$ cat src/include/tcp_macros.svh
`ifndef TCP_MACROS_SVH
`define TCP_MACROS_SVH

// field widths
`define TCP_SEQ_W    32
`define TCP_PORT_W   16
`define TCP_IP_W     32
`define TCP_LEN_W    16
`define TCP_FLAGS_W  9

// server side initial sequence number, fixed
`define TCP_ISN      32'hfeadabba

// flag codes, bit 0 is FIN, bit 1 SYN, bit 3 PSH, bit 4 ACK
`define TCP_FLAG_FIN     9'h001
`define TCP_FLAG_SYN     9'h002
`define TCP_FLAG_ACK     9'h010
`define TCP_FLAG_FINACK  9'h011
`define TCP_FLAG_SYNACK  9'h012
`define TCP_FLAG_PSHACK  9'h018

// outgoing header queue
`define TX_FIFO_DEPTH    4

`endif
$ cat src/source/tcp_pkg.sv
`default_nettype none

`include "tcp_macros.svh"

package tcp_pkg;

    typedef logic [`TCP_SEQ_W-1:0]   seq_t;
    typedef logic [`TCP_PORT_W-1:0]  port_t;
    typedef logic [`TCP_IP_W-1:0]    ipv4_t;
    typedef logic [`TCP_LEN_W-1:0]   len_t;
    typedef logic [`TCP_FLAGS_W-1:0] flags_t;

    // what the classifier made of an incoming header
    typedef enum logic [2:0] {
        kind_syn,
        kind_ack,
        kind_data,   // nonzero payload length
        kind_fin,
        kind_other
    } rx_kind_t;

    // connection engine states, passive open and passive close only
    typedef enum logic [2:0] {
        st_closed,
        st_listen,
        st_syn_rcvd,
        st_established,
        st_ack_fin,     // ack of the peer FIN waiting to leave
        st_send_fin,
        st_last_ack
    } conn_state_t;

endpackage

`default_nettype wire

$ cat src/source/tcp_seg_if.sv
`default_nettype none

// classified rx segment, one cycle pulse on v, no back-pressure
interface rx_seg_if;
    import tcp_pkg::*;

    logic     v;
    rx_kind_t kind;
    ipv4_t    src_ip;
    port_t    src_port;
    seq_t     seq;
    seq_t     ack;
    len_t     len;

    modport src (output v, kind, src_ip, src_port, seq, ack, len);
    modport dst (input  v, kind, src_ip, src_port, seq, ack, len);
endinterface

// outgoing header, valid/ready
interface seg_if;
    import tcp_pkg::*;

    logic   valid;
    logic   ready;
    ipv4_t  dst_ip;
    port_t  dst_port;
    seq_t   seq;
    seq_t   ack;
    flags_t flags;
    len_t   len;

    modport src (output valid, dst_ip, dst_port, seq, ack, flags, len, input ready);
    modport dst (input  valid, dst_ip, dst_port, seq, ack, flags, len, output ready);
endinterface

`default_nettype wire

$ cat src/source/tcp_server_top.sv
`default_nettype none

module tcp_server_top (
    input  wire logic            clk,
    input  wire logic            tcp_rst,
    input  wire tcp_pkg::port_t  loc_port,
    input  wire logic            listen,
    output logic                 connected,
    // incoming header, rx_hdr_v qualifies the rest
    input  wire logic            rx_hdr_v,
    input  wire tcp_pkg::ipv4_t  rx_src_ip,
    input  wire tcp_pkg::port_t  rx_src_port,
    input  wire tcp_pkg::port_t  rx_dst_port,
    input  wire tcp_pkg::seq_t   rx_seq,
    input  wire tcp_pkg::seq_t   rx_ack,
    input  wire tcp_pkg::flags_t rx_flags,
    input  wire tcp_pkg::len_t   rx_len,
    // application send request
    input  wire logic            send_v,
    input  wire tcp_pkg::len_t   send_len,
    output logic                 send_rdy,
    // outgoing header, four-phase req/ack
    output logic                 tx_req,
    input  wire logic            tx_ack,
    output tcp_pkg::ipv4_t       tx_dst_ip,
    output tcp_pkg::port_t       tx_dst_port,
    output tcp_pkg::seq_t        tx_seq,
    output tcp_pkg::seq_t        tx_ack_num,
    output tcp_pkg::flags_t      tx_flags,
    output tcp_pkg::len_t        tx_len
);

    rx_seg_if rx_seg ();
    seg_if    eng_seg ();   // engine to fifo
    seg_if    fifo_seg ();  // fifo to transmit port

    rx_seg_classifier u_classifier (
        .clk         (clk),
        .tcp_rst     (tcp_rst),
        .loc_port    (loc_port),
        .rx_hdr_v    (rx_hdr_v),
        .rx_src_ip   (rx_src_ip),
        .rx_src_port (rx_src_port),
        .rx_dst_port (rx_dst_port),
        .rx_seq      (rx_seq),
        .rx_ack      (rx_ack),
        .rx_flags    (rx_flags),
        .rx_len      (rx_len),
        .seg         (rx_seg.src)
    );

    tcp_conn_engine u_engine (
        .clk       (clk),
        .tcp_rst   (tcp_rst),
        .listen    (listen),
        .rx        (rx_seg.dst),
        .send_v    (send_v),
        .send_len  (send_len),
        .send_rdy  (send_rdy),
        .connected (connected),
        .tx        (eng_seg.src)
    );

    tx_hdr_fifo u_fifo (
        .clk     (clk),
        .tcp_rst (tcp_rst),
        .wr      (eng_seg.dst),
        .rd      (fifo_seg.src)
    );

    tx_req_ack_port u_tx_port (
        .clk         (clk),
        .tcp_rst     (tcp_rst),
        .hdr         (fifo_seg.dst),
        .tx_req      (tx_req),
        .tx_ack      (tx_ack),
        .tx_dst_ip   (tx_dst_ip),
        .tx_dst_port (tx_dst_port),
        .tx_seq      (tx_seq),
        .tx_ack_num  (tx_ack_num),
        .tx_flags    (tx_flags),
        .tx_len      (tx_len)
    );

endmodule

`default_nettype wire

$ cat src/source/tx_req_ack_port.sv
`default_nettype none

module tx_req_ack_port (
    input  wire logic       clk,
    input  wire logic       tcp_rst,
    seg_if.dst              hdr,
    output logic            tx_req,
    input  wire logic       tx_ack,
    output tcp_pkg::ipv4_t  tx_dst_ip,
    output tcp_pkg::port_t  tx_dst_port,
    output tcp_pkg::seq_t   tx_seq,
    output tcp_pkg::seq_t   tx_ack_num,
    output tcp_pkg::flags_t tx_flags,
    output tcp_pkg::len_t   tx_len
);

    typedef enum logic [1:0] {
        p_idle,
        p_wait_ack_high,
        p_wait_ack_low
    } port_state_t;

    port_state_t state;

    // pop exactly once, on the cycle tx_ack is first seen high
    assign hdr.ready = (state == p_wait_ack_high) && tx_ack;

    always_ff @(posedge clk) begin
        if (tcp_rst) begin
            state  <= p_idle;
            tx_req <= 1'b0;
        end else begin
            case (state)
                p_idle: begin
                    if (hdr.valid && !tx_ack) begin // previous ack must be gone
                        tx_req <= 1'b1;
                        state  <= p_wait_ack_high;
                    end
                end
                p_wait_ack_high: begin
                    if (tx_ack) begin
                        tx_req <= 1'b0;
                        state  <= p_wait_ack_low;
                    end
                end
                p_wait_ack_low: begin
                    if (!tx_ack) begin
                        state <= p_idle;
                    end
                end
                default: state <= p_idle;
            endcase
        end
    end

    // fields only change in idle, so they hold until tx_ack falls
    always_ff @(posedge clk) begin
        if (state == p_idle && hdr.valid && !tx_ack) begin
            tx_dst_ip   <= hdr.dst_ip;
            tx_dst_port <= hdr.dst_port;
            tx_seq      <= hdr.seq;
            tx_ack_num  <= hdr.ack;
            tx_flags    <= hdr.flags;
            tx_len      <= hdr.len;
        end
    end

endmodule

`default_nettype wire

$ cat src/source/tx_hdr_fifo.sv
`default_nettype none

`include "tcp_macros.svh"

module tx_hdr_fifo (
    input  wire logic clk,
    input  wire logic tcp_rst,
    seg_if.dst        wr,
    seg_if.src        rd
);
    import tcp_pkg::*;

    localparam int DEPTH = `TX_FIFO_DEPTH;
    localparam int AW    = $clog2(DEPTH);

    ipv4_t   mem_ip    [DEPTH];
    port_t   mem_port  [DEPTH];
    seq_t    mem_seq   [DEPTH];
    seq_t    mem_ack   [DEPTH];
    flags_t  mem_flags [DEPTH];
    len_t    mem_len   [DEPTH];
    logic [AW-1:0] wr_ptr;
    logic [AW-1:0] rd_ptr;
    logic [AW:0]   count;
    logic          push;
    logic          pop;

    assign wr.ready = (count != (AW+1)'(DEPTH));
    assign rd.valid = (count != '0);
    assign push     = wr.valid && wr.ready;
    assign pop      = rd.valid && rd.ready;

    // head is read straight from the store
    assign rd.dst_ip   = mem_ip[rd_ptr];
    assign rd.dst_port = mem_port[rd_ptr];
    assign rd.seq      = mem_seq[rd_ptr];
    assign rd.ack      = mem_ack[rd_ptr];
    assign rd.flags    = mem_flags[rd_ptr];
    assign rd.len      = mem_len[rd_ptr];

    always_ff @(posedge clk) begin
        if (push) begin
            mem_ip[wr_ptr]    <= wr.dst_ip;
            mem_port[wr_ptr]  <= wr.dst_port;
            mem_seq[wr_ptr]   <= wr.seq;
            mem_ack[wr_ptr]   <= wr.ack;
            mem_flags[wr_ptr] <= wr.flags;
            mem_len[wr_ptr]   <= wr.len;
        end
    end

    always_ff @(posedge clk) begin
        if (tcp_rst) begin
            wr_ptr <= '0;
            rd_ptr <= '0;
            count  <= '0;
        end else begin
            if (push) begin
                wr_ptr <= (wr_ptr == AW'(DEPTH-1)) ? '0 : wr_ptr + 1'b1;
            end
            if (pop) begin
                rd_ptr <= (rd_ptr == AW'(DEPTH-1)) ? '0 : rd_ptr + 1'b1;
            end
            case ({push, pop})
                2'b10:   count <= count + 1'b1;
                2'b01:   count <= count - 1'b1;
                default: count <= count; // both or neither
            endcase
        end
    end

endmodule

`default_nettype wire

$ cat src/source/tcp_conn_engine.sv
`default_nettype none

`include "tcp_macros.svh"

module tcp_conn_engine (
    input  wire logic           clk,
    input  wire logic           tcp_rst,
    input  wire logic           listen,
    rx_seg_if.dst               rx,
    input  wire logic           send_v,
    input  wire tcp_pkg::len_t  send_len,
    output logic                send_rdy,
    output logic                connected,
    seg_if.src                  tx
);
    import tcp_pkg::*;

    conn_state_t state;
    ipv4_t       rem_ip;
    port_t       rem_port;
    seq_t        loc_seq;
    seq_t        loc_ack;
    logic        busy;
    logic        rx_peer;

    // no new rx or send while a header is pending
    assign busy     = tx.valid;
    assign rx_peer  = rx.v && !busy && (rx.src_port == rem_port);
    assign send_rdy = (state == st_established) && !busy;

    // every header goes to the peer latched on the SYN
    assign tx.dst_ip   = rem_ip;
    assign tx.dst_port = rem_port;

    always_ff @(posedge clk) begin
        if (tcp_rst) begin
            state     <= st_closed;
            connected <= 1'b0;
            tx.valid  <= 1'b0;
            rem_ip    <= '0;
            rem_port  <= '0;
            loc_seq   <= '0;
            loc_ack   <= '0;
        end else begin
            if (tx.valid && tx.ready) begin
                tx.valid <= 1'b0;
            end
            case (state)
                st_closed: begin
                    if (listen) begin
                        state <= st_listen;
                    end
                end
                st_listen: begin
                    if (!listen) begin
                        state <= st_closed;
                    end else if (rx.v && !busy && rx.kind == kind_syn) begin
                        rem_ip      <= rx.src_ip;
                        rem_port    <= rx.src_port;
                        loc_seq     <= `TCP_ISN;
                        loc_ack     <= rx.seq + 32'd1;
                        tx.seq      <= `TCP_ISN;
                        tx.ack      <= rx.seq + 32'd1;
                        tx.flags    <= `TCP_FLAG_SYNACK;
                        tx.len      <= '0;
                        tx.valid    <= 1'b1;
                        state       <= st_syn_rcvd;
                    end
                end
                st_syn_rcvd: begin
                    if (rx_peer && rx.kind == kind_ack && rx.ack == `TCP_ISN + 32'd1) begin
                        loc_seq   <= `TCP_ISN + 32'd1; // SYN took one number
                        connected <= 1'b1;
                        state     <= st_established;
                    end
                end
                st_established: begin
                    if (send_v && send_rdy) begin
                        loc_seq  <= loc_seq + seq_t'(send_len);
                        tx.seq   <= loc_seq;
                        tx.ack   <= loc_ack;
                        tx.flags <= `TCP_FLAG_PSHACK;
                        tx.len   <= send_len;
                        tx.valid <= 1'b1;
                    end else if (rx_peer && rx.kind == kind_fin) begin
                        loc_ack  <= loc_ack + 32'd1;
                        tx.seq   <= loc_seq;
                        tx.ack   <= loc_ack + 32'd1;
                        tx.flags <= `TCP_FLAG_ACK;
                        tx.len   <= '0;
                        tx.valid <= 1'b1;
                        state    <= st_ack_fin;
                    end else if (rx_peer && rx.kind == kind_data && rx.seq == loc_ack) begin
                        loc_ack  <= loc_ack + seq_t'(rx.len); // in order only
                        tx.seq   <= loc_seq;
                        tx.ack   <= loc_ack + seq_t'(rx.len);
                        tx.flags <= `TCP_FLAG_ACK;
                        tx.len   <= '0;
                        tx.valid <= 1'b1;
                    end
                end
                st_ack_fin: begin
                    if (!busy) begin
                        state <= st_send_fin;
                    end
                end
                st_send_fin: begin
                    if (!busy) begin
                        tx.seq   <= loc_seq;
                        tx.ack   <= loc_ack; // already past the peer FIN
                        tx.flags <= `TCP_FLAG_FINACK;
                        tx.len   <= '0;
                        tx.valid <= 1'b1;
                        state    <= st_last_ack;
                    end
                end
                st_last_ack: begin
                    if (rx_peer && rx.kind == kind_ack) begin
                        connected <= 1'b0;
                        state     <= st_closed;
                    end
                end
                default: state <= st_closed;
            endcase
        end
    end

endmodule

`default_nettype wire

$ cat src/source/rx_seg_classifier.sv
`default_nettype none

`include "tcp_macros.svh"

module rx_seg_classifier (
    input  wire logic            clk,
    input  wire logic            tcp_rst,
    input  wire tcp_pkg::port_t  loc_port,
    input  wire logic            rx_hdr_v,
    input  wire tcp_pkg::ipv4_t  rx_src_ip,
    input  wire tcp_pkg::port_t  rx_src_port,
    input  wire tcp_pkg::port_t  rx_dst_port,
    input  wire tcp_pkg::seq_t   rx_seq,
    input  wire tcp_pkg::seq_t   rx_ack,
    input  wire tcp_pkg::flags_t rx_flags,
    input  wire tcp_pkg::len_t   rx_len,
    rx_seg_if.src                seg
);
    import tcp_pkg::*;

    rx_kind_t kind_d;

    // fin wins over syn, syn over data, data over a bare ack
    always_comb begin
        if (|(rx_flags & `TCP_FLAG_FIN))      kind_d = kind_fin;
        else if (|(rx_flags & `TCP_FLAG_SYN)) kind_d = kind_syn;
        else if (rx_len != '0)                kind_d = kind_data;
        else if (|(rx_flags & `TCP_FLAG_ACK)) kind_d = kind_ack;
        else                                  kind_d = kind_other;
    end

    always_ff @(posedge clk) begin
        if (tcp_rst) begin
            seg.v <= 1'b0;
        end else begin
            seg.v <= rx_hdr_v && (rx_dst_port == loc_port); // foreign ports dropped here
        end
    end

    always_ff @(posedge clk) begin
        if (rx_hdr_v) begin
            seg.kind     <= kind_d;
            seg.src_ip   <= rx_src_ip;
            seg.src_port <= rx_src_port;
            seg.seq      <= rx_seq;
            seg.ack      <= rx_ack;
            seg.len      <= rx_len;
        end
    end

endmodule

`default_nettype wire

$ cat config.mk
export PLATFORM = sky130hd
export DESIGN_NAME = tcp_server_top
export DESIGN_NICKNAME = d
export VERILOG_FILES = /design/src/source/tcp_pkg.sv /design/src/source/tcp_seg_if.sv /design/src/source/tcp_server_top.sv /design/src/source/tx_req_ack_port.sv /design/src/source/tx_hdr_fifo.sv /design/src/source/tcp_conn_engine.sv /design/src/source/rx_seg_classifier.sv
export VERILOG_INCLUDE_DIRS = /design/src /design/src/include
export SDC_FILE = /design/constraint.sdc
export NUM_CORES = 1
export LEC_CHECK = 0
export BUFFER_PORTS_ARGS = -buffer_cell sky130_fd_sc_hd__buf_4
export CAP_MARGIN = 10
export CORE_ASPECT_RATIO = 0.5
export CORE_MARGIN = 2
export CORE_UTILIZATION = 30
export CTS_CLUSTER_DIAMETER = 150
export DETAILED_ROUTE_END_ITERATION = 10
export SLEW_MARGIN = 5
export SYNTH_ARGS = -nofsm -noshare
export SYNTH_HDL_FRONTEND = slang
export SYNTH_HIERARCHICAL = 1
export SYNTH_SLANG_ARGS = --single-unit
export TNS_END_PERCENT = 30
$ cat constraint.sdc
create_clock -name clk -period 9.07 [get_ports clk]
set_input_delay 1.3605 -clock clk [delete_from_list [all_inputs] [get_ports clk]]
set_output_delay 1.3605 -clock clk [all_outputs]
set_load 0.01 [all_outputs]
=== Word-level counts from Yosys, hierarchy flattened ===
Memories as Yosys holds them, arrays and structs flattened. A register that Yosys moved wholly into a read port is not among the register bits.
Index checks and enable logic that the tools add are counted.

* Register bits after elaboration: 348
* Memory bits (writable): 548
* Input port bits: 191
* Logic and storage cells: 183
* Memories kept: 6

{| class="wikitable"
|+ Memory list
! memory !! words !! bits a word !! read ports !! clocked after Yosys merged registers in !! wr ports !! line !! text
|-
| u_fifo.mem_ack || 4 || 32 || 1 || 1 || 1 || tx_hdr_fifo.sv:19 || <nowiki>seq_t mem_ack [DEPTH];</nowiki>
|-
| u_fifo.mem_ip || 4 || 32 || 1 || 1 || 1 || tx_hdr_fifo.sv:16 || <nowiki>ipv4_t mem_ip [DEPTH];</nowiki>
|-
| u_fifo.mem_seq || 4 || 32 || 1 || 1 || 1 || tx_hdr_fifo.sv:18 || <nowiki>seq_t mem_seq [DEPTH];</nowiki>
|-
| u_fifo.mem_len || 4 || 16 || 1 || 1 || 1 || tx_hdr_fifo.sv:21 || <nowiki>len_t mem_len [DEPTH];</nowiki>
|-
| u_fifo.mem_port || 4 || 16 || 1 || 1 || 1 || tx_hdr_fifo.sv:17 || <nowiki>port_t mem_port [DEPTH];</nowiki>
|-
| u_fifo.mem_flags || 4 || 9 || 1 || 1 || 1 || tx_hdr_fifo.sv:20 || <nowiki>flags_t mem_flags [DEPTH];</nowiki>
|}

* Add/sub/neg operators: 8
* Equality and inequality tests: 36
* Multiplexer cells: 69
* Bitwise gates (word level): 1
* Reduce and logical (&&, ||, !) cells: 39

{| class="wikitable"
|+ Operator list
! cell !! number
|-
| $mux W32 || 15
|-
| $pmux W32 S3 || 3
|-
| $mux W16 || 6
|-
| $add A32 B1 Y32 const B || 2
|-
| $add A32 B16 Y32 || 2
|-
| $pmux W32 S2 || 1
|-
| $mux W9 || 6
|-
| $pmux W16 S3 || 1
|-
| $eq A16 B16 Y1 || 2
|-
| $eq A32 B32 Y1 || 1
|-
| $eq A32 B32 Y1 const B || 1
|-
| $mux W3 || 10
|-
| $pmux W9 S3 || 1
|-
| $pmux W3 S7 || 1
|-
| $ne A2 B2 Y1 const B || 9
|-
| $logic_and A1 B1 Y1 || 17
|-
| $reduce_bool A16 Y1 || 1
|-
| $mux W2 || 7
|-
| $mux W1 || 13
|-
| $eq A3 B2 Y1 const B || 4
|-
| $reduce_and A3 Y1 || 4
|-
| $reduce_and A5 Y1 || 2
|-
| $eq A3 B3 Y1 const B || 3
|-
| $reduce_bool A3 Y1 || 3
|-
| other kinds (22) || 38
|}

=== Depth between registers and ports, before layout ===
Gate-level depths: netlist of the first run.

* Depth after elaboration: 9
* Gate-level depth with buffers: 16
* Depth with buffers taken out: 16

=== Hierarchy ===
The synthesis of the first run kept the hierarchy.

{| class="wikitable"
|+ By module, submodules not included
! module !! instances !! cells an instance !! area each (sq um) !! sequential area each (sq um)
|-
| tx_hdr_fifo || 1 || 767 || 20263.2 || 16636.0
|-
| tcp_conn_engine || 1 || 1317 || 11519.8 || 4834.6
|-
| tx_req_ack_port || 1 || 151 || 4246.6 || 4174.0
|-
| rx_seg_classifier || 1 || 164 || 4199.0 || 3953.8
|}

=== Worst setup path before layout of the first run ===
OpenSTA, ideal clock, no wires.

* Path type: input to register
* Start: input tx_ack
* End: register u_tx_port.tx_ack_num[0], read port of u_fifo.mem_ack (enable)
* Library setup time: 637 ps
* Arrival: 7287 ps
* Path slack: 1146 ps
* Stages: 3
* Cells stage by stage: nor2_1 nand2_1 nor2_1

* Longest elaborated chain between the ends: 2

{| class="wikitable"
|+ Ends and longest elaborated chain
! item !! line !! text
|-
| start: declaration || tcp_server_top.sv:24 || <nowiki>input wire logic tx_ack,</nowiki>
|-
| $logic_not A1 Y1 || tx_req_ack_port.sv:58 || <nowiki>if (state == p_idle && hdr.valid && !tx_ack) begin</nowiki>
|-
| $logic_and A1 B1 Y1 || tx_req_ack_port.sv:58 ||
|-
| end: declaration || tx_req_ack_port.sv:12 || <nowiki>output tcp_pkg::seq_t tx_ack_num,</nowiki>
|}

No other way between the ends.
A chain may end at the register's enable or synchronous reset.

=== Worst setup path after layout of the first run ===
* Start: register u_classifier.seg.src_port[12]
* End: register u_engine.tx.ack[30] (data pin)

* Longest elaborated chain between the ends: 6

{| class="wikitable"
|+ Ends and longest elaborated chain
! item !! line !! text
|-
| start: declaration || tcp_seg_if.sv:15 || <nowiki>modport src (output v, kind, src_ip, src_port, seq, ack, len);</nowiki>
|-
| start signal: assignment || rx_seg_classifier.sv:44 || <nowiki>seg.src_port <= rx_src_port;</nowiki>
|-
| $eq A16 B16 Y1 || tcp_conn_engine.sv:28 || <nowiki>assign rx_peer = rx.v && !busy && (rx.src_port == rem_port);</nowiki>
|-
| $logic_and A1 B1 Y1 || tcp_conn_engine.sv:28 ||
|-
| $logic_and A1 B1 Y1 || tcp_conn_engine.sv:85 || <nowiki>end else if (rx_peer && rx.kind == kind_fin) begin</nowiki>
|-
| $mux W32 || tcp_conn_engine.sv:85 ||
|-
| $mux W32 || tcp_conn_engine.sv:78 || <nowiki>if (send_v && send_rdy) begin</nowiki>
|-
| $pmux W32 S3 || tcp_conn_engine.sv:48 || <nowiki>case (state)</nowiki>
|-
| end signal: assignment || tcp_conn_engine.sv:81 || <nowiki>tx.ack <= loc_ack;</nowiki>
|-
| end signal: assignment || tcp_conn_engine.sv:88 || <nowiki>tx.ack <= loc_ack + 32'd1;</nowiki>
|-
| end signal: assignment || tcp_conn_engine.sv:96 || <nowiki>tx.ack <= loc_ack + seq_t'(rx.len);</nowiki>
|-
| end: declaration || tcp_seg_if.sv:32 || <nowiki>modport src (output valid, dst_ip, dst_port, seq, ack, flags, len, input ready);</nowiki>
|}

No other way between the ends.

==> flow_metrics.py, run 1 <==
metrics = {
    "routing": {
        "highest_layer": "met5",
        "drc": 0,
        "wl_met3_um": 3934,
        "vias": 21880,
        "wl_met1_um": 39190,
        "first_pass_iters": 5,
        "via_per_inst": 4.740,
        "wl_per_cell_um": 21.29,
        "wl_met2_um": 51160,
        "drt_wl_total_um": 98290,
        "ant_nets": 0,
        "drt_iter0_markers": 1639,
    },
    "synth": {
        "synth_cells": 2399,
        "ys_seq_area_share_pct": 73.58,
        "syn_avg_cell_area_sq_um": 16.77,
        "synth_edf_count": 899,
        "synth.distinct_cells": 87,
        "async_reset_ff_share_pct": 0,
        "synth_area_leaders": "edfxtp_1 (67%), mux4_2 (7.7%), dfxtp_1 (6.5%), xor2_1 (1.9%), nand2_1 (1.7%)",
        "ys_warn_count": 6,
        "synth-seq-cells": 1029,
        "ys.flop_type": "edfxtp_1",
        "synth_area_sq_um": 40230,
        "synth_top_area_share_pct": 67.11,
        "synth_largest_area_cell": "edfxtp_1",
    },
    "power_and_ir_drop": {
        "power.leakage_nw": 16.08,
        "design_power_total_mw": 10.21,
        "power_density_nw_per_um2": 213.0,
        "max-vdd-ir-drop_mv": 0.1510,
    },
    "grt": {
        "grt_pass1_vias": 22310,
        "antenna_found_initial": 9,
        "grt_overflow": 0,
        "grt_pass1_wl_um": 144100,
        "grt_max_degree": 65,
        "grtUsageTotal_pct": 14.00,
    },
    "flow_run": {
        "cap_violations": 0,
    },
    "placement": {
        "finalWeightedCongestion": 0.8720,
        "postPlaceCellArea_sq_um": 44630,
        "dp_hpwl_um": 62690,
        "portBuffers": 324,
    },
    "critical_path": {
        "crit_path_start_kind": "flip-flop",
        "critPathKind": "flip-flop to flip-flop",
        "worstPathRequired_ns": 9.47,
        "crit_path_max_fanout": 17,
        "arrival_ns": 5.98,
        "endpoint_kind": "flip-flop",
    },
    "clocking": {
        "cts.repair.resized": 0,
        "clk_pin_slew_ns": 0.07,
        "cts.sinks": 1029,
        "cts_tree": "yes",
        "clock_latency_ns": 0.68,
        "cts_setup_buffers": 0,
        "postCtsHoldBufs": 0,
        "clockRootBuffer": "clkbuf_16",
        "cts_buffers": 100,
        "htree_num_levels": 3,
        "cts_buffer_depth": 3,
    },
    "sta": {
        "clock_skew_ns": 0.04188,
        "hold_viol_final": 0,
        "relSlewSlack_pct": 28.07,
        "min_period_over_period_pct": 61.49,
        "max_freq_ghz": 0.1793,
        "drv_slew": 0,
        "whs_ns": 0.4875,
        "setup_viol": 0,
        "min_period_ns": 5.577,
        "fin_tns_setup_ns": 0,
        "rsz0062_at_grt": "no",
        "worstMarginPinSlew_ns": 1.079,
    },
    "final_layout": {
        "drive_gt1_share_pct": 24.35,
        "final_common_cell": "edfxtp_1",
        "area_growth_pct": 19.12,
        "layout_common_cells": "edfxtp_1 (899), buf_4 (357), nand2_1 (187), mux4_2 (137), dfxtp_1 (128)",
        "design_area_sq_um": 47920,
        "finalNetCount": 2984,
        "postLayoutCoreUtil_pct": 36.22,
    },
    "run_status": {
        "status": "complete, no violations",
    },
    "floorplan": {
        "die_h_um": 262.9,
        "start_util_pct": 30.40,
        "ioPinCount": 331,
        "core-area_sq_um": 132300,
        "die_w_um": 521.9,
        "num_rows": 94,
        "die_area_sq_um": 137200,
    },
    "worst_hold_path": {
        "hold_class": "flip-flop to flip-flop",
    },
}
-- metrics by stage --
stage	std cells	setup WS (ns)
floorplan	2403	1.146
global placement	4425	3.469
detailed placement	4425	3.443
CTS	4614	3.397
global route	4616	2.925
finish	4617	3.493
-- worst max-delay path, stage by stage, from the launching register on --
cell,delay (ns)
edfxtp_1,0.41
xor2_1,0.16
nor4_1,0.71
and2_1,0.27
nand4_1,0.49
nand2b_1,0.31
ha_1,0.21
inv_1,0.06
fa_1,0.40
nor2b_1,0.17
o31ai_1,0.17
a211oi_1,0.37
o21ai_1,0.26
a2111oi_0,0.86
a21oi_1,0.16
a211o_1,0.30
-- power breakdown --
group / switching, mW / total, mW / internal [mW] / leakage [nW]
Combinational: 0.373 / 0.625 / 0.251 / 4.98
Clock: 1.80 / 4.13 / 2.33 / 1.58
Sequential: 0.0917 / 5.45 / 5.36 / 9.52
-- cells in the mapped netlist (all sizes together), types with 5 or more instances --
| library cell | n |
|---|---|
| nand2b | 34 |
| o221a | 9 |
| a2111oi | 6 |
| a31o | 5 |
| a211oi | 24 |
| nand4 | 23 |
| nor4 | 23 |
| a22oi | 9 |
| and3 | 18 |
| nand2 | 187 |
| a21oi | 126 |
| a31oi | 8 |
| buf | 46 |
| or3 | 8 |
| nor3 | 33 |
| o31ai | 7 |
| mux4 | 137 |
| clkbuf | 66 |
| o221ai | 8 |
| nor2 | 120 |
| a211o | 6 |
| o21bai | 5 |
| nor2b | 11 |
| a221oi | 5 |
| xnor2 | 43 |
| and4 | 7 |
| dfxtp | 130 |
| a21o | 22 |
| o21ai | 56 |
| inv | 33 |
| mux2i | 16 |
| and2 | 42 |
| ha | 39 |
| xor2 | 87 |
| nand3 | 34 |
| edfxtp | 899 |
-- cell families after synthesis --
| family | Yosys count | synth area share (%) |
|---|---|---|
| flops | 1029 | 73.58 |
| simple gates | 566 | 7.032 |
| compound gates | 330 | 5.340 |
| mux | 154 | 8.096 |
| buf+inv | 146 | 1.745 |
| xor+xnor | 130 | 2.830 |
| fa+ha+maj | 42 | 1.362 |
| other cells | 2 | 0.01867 |
-- final timing paths --
path	slack [ns]	cells after the start	from	endpoint
setup reg to reg	3.49	15	u_classifier/seg.src_port[12]	u_engine/tx.ack[30]
hold / removal	0.49	0	u_engine/tx.ack[29]	u_fifo/mem_ack[3][29]
setup / recovery	3.49	15	u_classifier/seg.src_port[12]	u_engine/tx.ack[30]
hold reg to reg	0.49	0	u_engine/tx.ack[29]	u_fifo/mem_ack[3][29]
-- layer usage --
layer | global-route usage, % | vias up
met5 | 0 | -
met4 | 5.957 | 6
li1 | - | 10020
met2 | 25.02 | 547
met1 | 16.89 | 11130
met3 | 1.872 | 189
-- state kept, by name, summed over array words and instances (netlist names), 36 cells and up, named ones only --
signal,count
u_fifo/mem_ack,128
u_fifo/mem_ip,128
u_fifo/mem_seq,128
u_fifo/mem_len,64
u_fifo/mem_port,64
u_fifo/mem_flags,36
-- layout make-up --
| type | count | area (sq um) |
|---|---|---|
| Clock inverter | 53 | 568.0 |
| Tap cell | 1776 | 2222 |
| Sequential cell | 1029 | 29610 |
| Multi-Input combinational cell | 1228 | 9981 |
| Fill cell | 12370 | 84390 |
| Antenna cell | 3 | 7.507 |
| Clock buffer | 136 | 2718 |
| Inverter | 34 | 127.6 |
| Timing Repair Buffer | 358 | 2691 |
(Power assumes the default switching activity.)
==> run 2, diff against run 1 <==
--- a/config.mk
+++ b/config.mk
@@ -6,6 +6,7 @@
 export SDC_FILE = /design/constraint.sdc
 export NUM_CORES = 1
 export LEC_CHECK = 0
+export ABC_AREA = 1
 export BUFFER_PORTS_ARGS = -buffer_cell sky130_fd_sc_hd__buf_4
 export CAP_MARGIN = 10
 export CORE_ASPECT_RATIO = 0.5
==> constraint.sdc (replaced) <==
create_clock -name clk -period 4.56 [get_ports clk]
set_input_delay 0.684 -clock clk [delete_from_list [all_inputs] [get_ports clk]]
set_output_delay 0.684 -clock clk [all_outputs]
set_load 0.01 [all_outputs]
==> run 2 against run 1 <==
Net effect:
- register-to-register slack lost 3.0 ns
- critical path depth grew 4
- final area grew 5.3%
- area after synthesis grew 6.1%
- worst hold slack lost 0.33 ns
- core utilization shrank 0.32 points
==> flow_metrics.py, run 2 <==
metrics = {
    "routing": {
        "first_pass_iters": 5,
        "ant_nets": 0,
        "wl_per_cell_um": 19.26,
        "drt_iter0_markers": 2292,
        "drt_wl_total_um": 117300,
        "drc": 0,
        "vias": 28740,
        "via_per_inst": 4.719,
    },
    "critical_path": {
        "reg2reg_depth": 19,
        "worstPathRequired_ns": 4.98,
        "reg2reg_to": "u_engine/tx.ack[14]",
        "r2r_setup_slack_ns": 0.53,
        "r2r_start": "u_engine/tx.dst_port[1]",
        "crit_path_start_kind": "flip-flop",
        "critPathKind": "flip-flop to flip-flop",
        "crit_path_max_fanout": 12,
        "arrival_ns": 4.45,
        "endpoint_kind": "flip-flop",
    },
    "synth": {
        "synth_compound_area_share_pct": 8.153,
        "yosys.area_share.simple_pct": 14.87,
        "synth-adder-area-share_pct": 1.284,
        "synth_edf_count": 899,
        "async_reset_ff_share_pct": 0,
        "synth_area_leaders": "edfxtp_1 (63%), dfxtp_1 (6.1%), nand2_1 (5.9%), nor2_1 (5.4%), o21ai_0 (2.9%)",
        "ys_seq_area_share_pct": 69.35,
        "ys.flop_type": "edfxtp_1",
        "synth-xor-area-share_pct": 1.437,
        "ys_warn_count": 6,
        "synth.area.mux_share_pct": 0,
        "synth_largest_area_cell": "edfxtp_1",
        "synth_top_area_share_pct": 63.26,
        "synth_cells": 3803,
        "synth_top_family_by_area": "simple AND/OR/NAND/NOR gates",
        "synth_area_sq_um": 42680,
        "synth-seq-cells": 1029,
        "yosysMostFrequentCell": "edfxtp_1",
        "synth.distinct_cells": 51,
        "syn_avg_cell_area_sq_um": 11.22,
        "synthTopCellsByCount": "edfxtp_1 (899), nand2_1 (676), nor2_1 (614)",
    },
    "placement": {
        "portBuffers": 324,
        "dp_hpwl_um": 75500,
        "postPlaceCellArea_sq_um": 47050,
        "placed_cells": 5891,
        "finalWeightedCongestion": 0.9066,
    },
    "sta": {
        "max_freq_ghz": 0.2484,
        "hold_viol_final": 0,
        "min_period_over_period_pct": 88.27,
        "relSlewSlack_pct": 13.04,
        "min_period_ns": 4.025,
        "fin_tns_setup_ns": 0,
        "setup_viol": 0,
        "clock_skew_ns": 0.03171,
        "drv_slew": 0,
        "worstMarginPinSlew_ns": 1.304,
        "rsz0062_at_grt": "no",
    },
    "final_layout": {
        "final_common_cell": "edfxtp_1",
        "reg_top3": "u_fifo/mem_ack: 128 flops, u_fifo/mem_ip: 128 flops, u_fifo/mem_seq: 128 flops",
        "layout_common_cells": "edfxtp_1 (899), nand2_1 (676), nor2_1 (609), buf_4 (349), inv_1 (297)",
        "design_area_sq_um": 50450,
        "postLayoutCoreUtil_pct": 35.90,
        "finalNetCount": 4348,
        "area_growth_pct": 18.22,
        "drive_gt1_share_pct": 13.53,
        "layout.cells.non_filler": 6091,
        "fillers": 13690,
    },
    "clocking": {
        "htree_num_levels": 3,
        "cts_tree": "yes",
        "postCtsHoldBufs": 0,
        "cts.sinks": 1029,
        "cts.repair.resized": 0,
        "cts_buffer_depth": 3,
        "clockRootBuffer": "clkbuf_16",
        "clk_pin_slew_ns": 0.06,
        "cts_buffers": 103,
        "clock_latency_ns": 0.70,
        "cts_setup_buffers": 0,
    },
    "grt": {
        "grtUsageTotal_pct": 15.75,
        "grt_pass1_vias": 28340,
        "grt_max_degree": 144,
        "antenna_found_initial": 13,
        "grt_pass1_wl_um": 173900,
        "grt_overflow": 0,
    },
    "floorplan": {
        "core-area_sq_um": 140500,
        "die_w_um": 537.4,
        "die_h_um": 270.7,
        "ioPinCount": 331,
        "die_area_sq_um": 145500,
        "start_util_pct": 30.37,
        "num_rows": 97,
    },
    "flow_run": {
        "cap_violations": 0,
    },
    "run_status": {
        "status": "complete, no violations",
    },
    "power_and_ir_drop": {
        "power.leakage_nw": 19.17,
        "max-vdd-ir-drop_mv": 0.3109,
        "power_density_nw_per_um2": 492.6,
    },
    "worst_hold_path": {
        "holdPathEnd": "u_classifier/seg.src_ip[31]",
        "worstHoldPathCells": 1,
        "hold_class": "input pin to flip-flop",
        "worstHoldStart": "rx_src_ip[31]",
    },
}
-- run 2: cell count changes after synthesis, moves of 40 or more --
cell	before	now
and2_1	42	2
inv_1	33	302
mux4_2	137	0
nand2_1	187	676
nand3_1	33	142
nor2_1	120	614
o21ai_0	50	246
o21ai_1	5	127
o22ai_1	2	139
xor2_1	87	47
-- run 2: stage by stage --
stage	total power, mW	setup WS (ns)	hold WS, ns
after floorplan	14.82	-0.1364	0.4413
after detailed placement	16.61	0.5949	0.4578
after CTS	25.08	0.5529	0.1058
after global routing	25.99	0.1968	0.1116
final	24.85	0.5348	0.1612
after global placement	16.52	0.6458	0.4529
-- run 2: area by class of cell --
type,count,area [sq um],share of cell area [%]
flip-flops and latches,1029,29610,58.68
multi-input cells,2312,11050,21.91
clock buffers,151,2900,5.749
repair buffers,361,2851,5.652
well taps,1881,2354,4.665
inverters,308,1184,2.346
clock inverters,45,495.5,0.9821
diodes,4,10.01,0.01984
-- run 2: worst max-delay path by stage --
stage | startpoint | endpoint | slack, ns
floorplan | u_fifo/count[1] | u_fifo/mem_ack[0][0] | -0.14
global placement | u_engine/tx.dst_port[3] | u_engine/tx.ack[30] | 0.65
detailed placement | u_engine/tx.dst_port[3] | u_engine/tx.ack[14] | 0.59
CTS | u_engine/tx.dst_port[1] | u_engine/tx.ack[14] | 0.55
global route | u_engine/tx.dst_port[1] | u_engine/tx.ack[14] | 0.20
finish | u_engine/tx.dst_port[1] | u_engine/tx.ack[14] | 0.53
-- run 2: logic make-up after synthesis --
| group | Yosys count |
|---|---|
| AOI/OAI and AO/OA | 641 |
| xor gates and xnor gates | 70 |
| adders and majority gates | 42 |
| buffers and inverters | 466 |
| DFF | 1029 |
| other | 2 |
| and+or+nand+nor | 1553 |
-- run 2: report_power, final --
| part | switching (mW) | total [mW] | internal [mW] |
|---|---|---|---|
| Combinational | 3.01 | 4.38 | 1.37 |
| Clock | 3.64 | 8.44 | 4.80 |
| Sequential | 0.621 | 12.0 | 11.4 |
| Total | 7.27 | 24.9 | 17.6 |
-- run 2: layer usage --
metal  vias to the layer above  wire length [um]  GRT usage [%]
met5                         -               112              0
met4                        18              2701          4.324
met3                       171              6164          2.924
met2                       675             58560          27.50
met1                     14080             49800          19.88
li1                      13800                 -              -
-- run 2: worst max-delay path, stage by stage, from the launching register on --
cell     delay (ns)
dfxtp_1        0.42
inv_1          0.06
nand2_1        0.06
nand2_1        0.05
nor2_1         0.09
nand2_1        0.08
nor2_1         0.33
nand3_2        0.22
nor2_1         0.31
buf_4          0.26
nor2_1         0.06
ha_1           0.35
a21oi_1        0.23
nand2_1        0.14
nand2_1        0.08
nand2_1        0.11
nand2_1        0.10
nand3_1        0.19
xnor2_1        0.21
o21ai_0        0.40
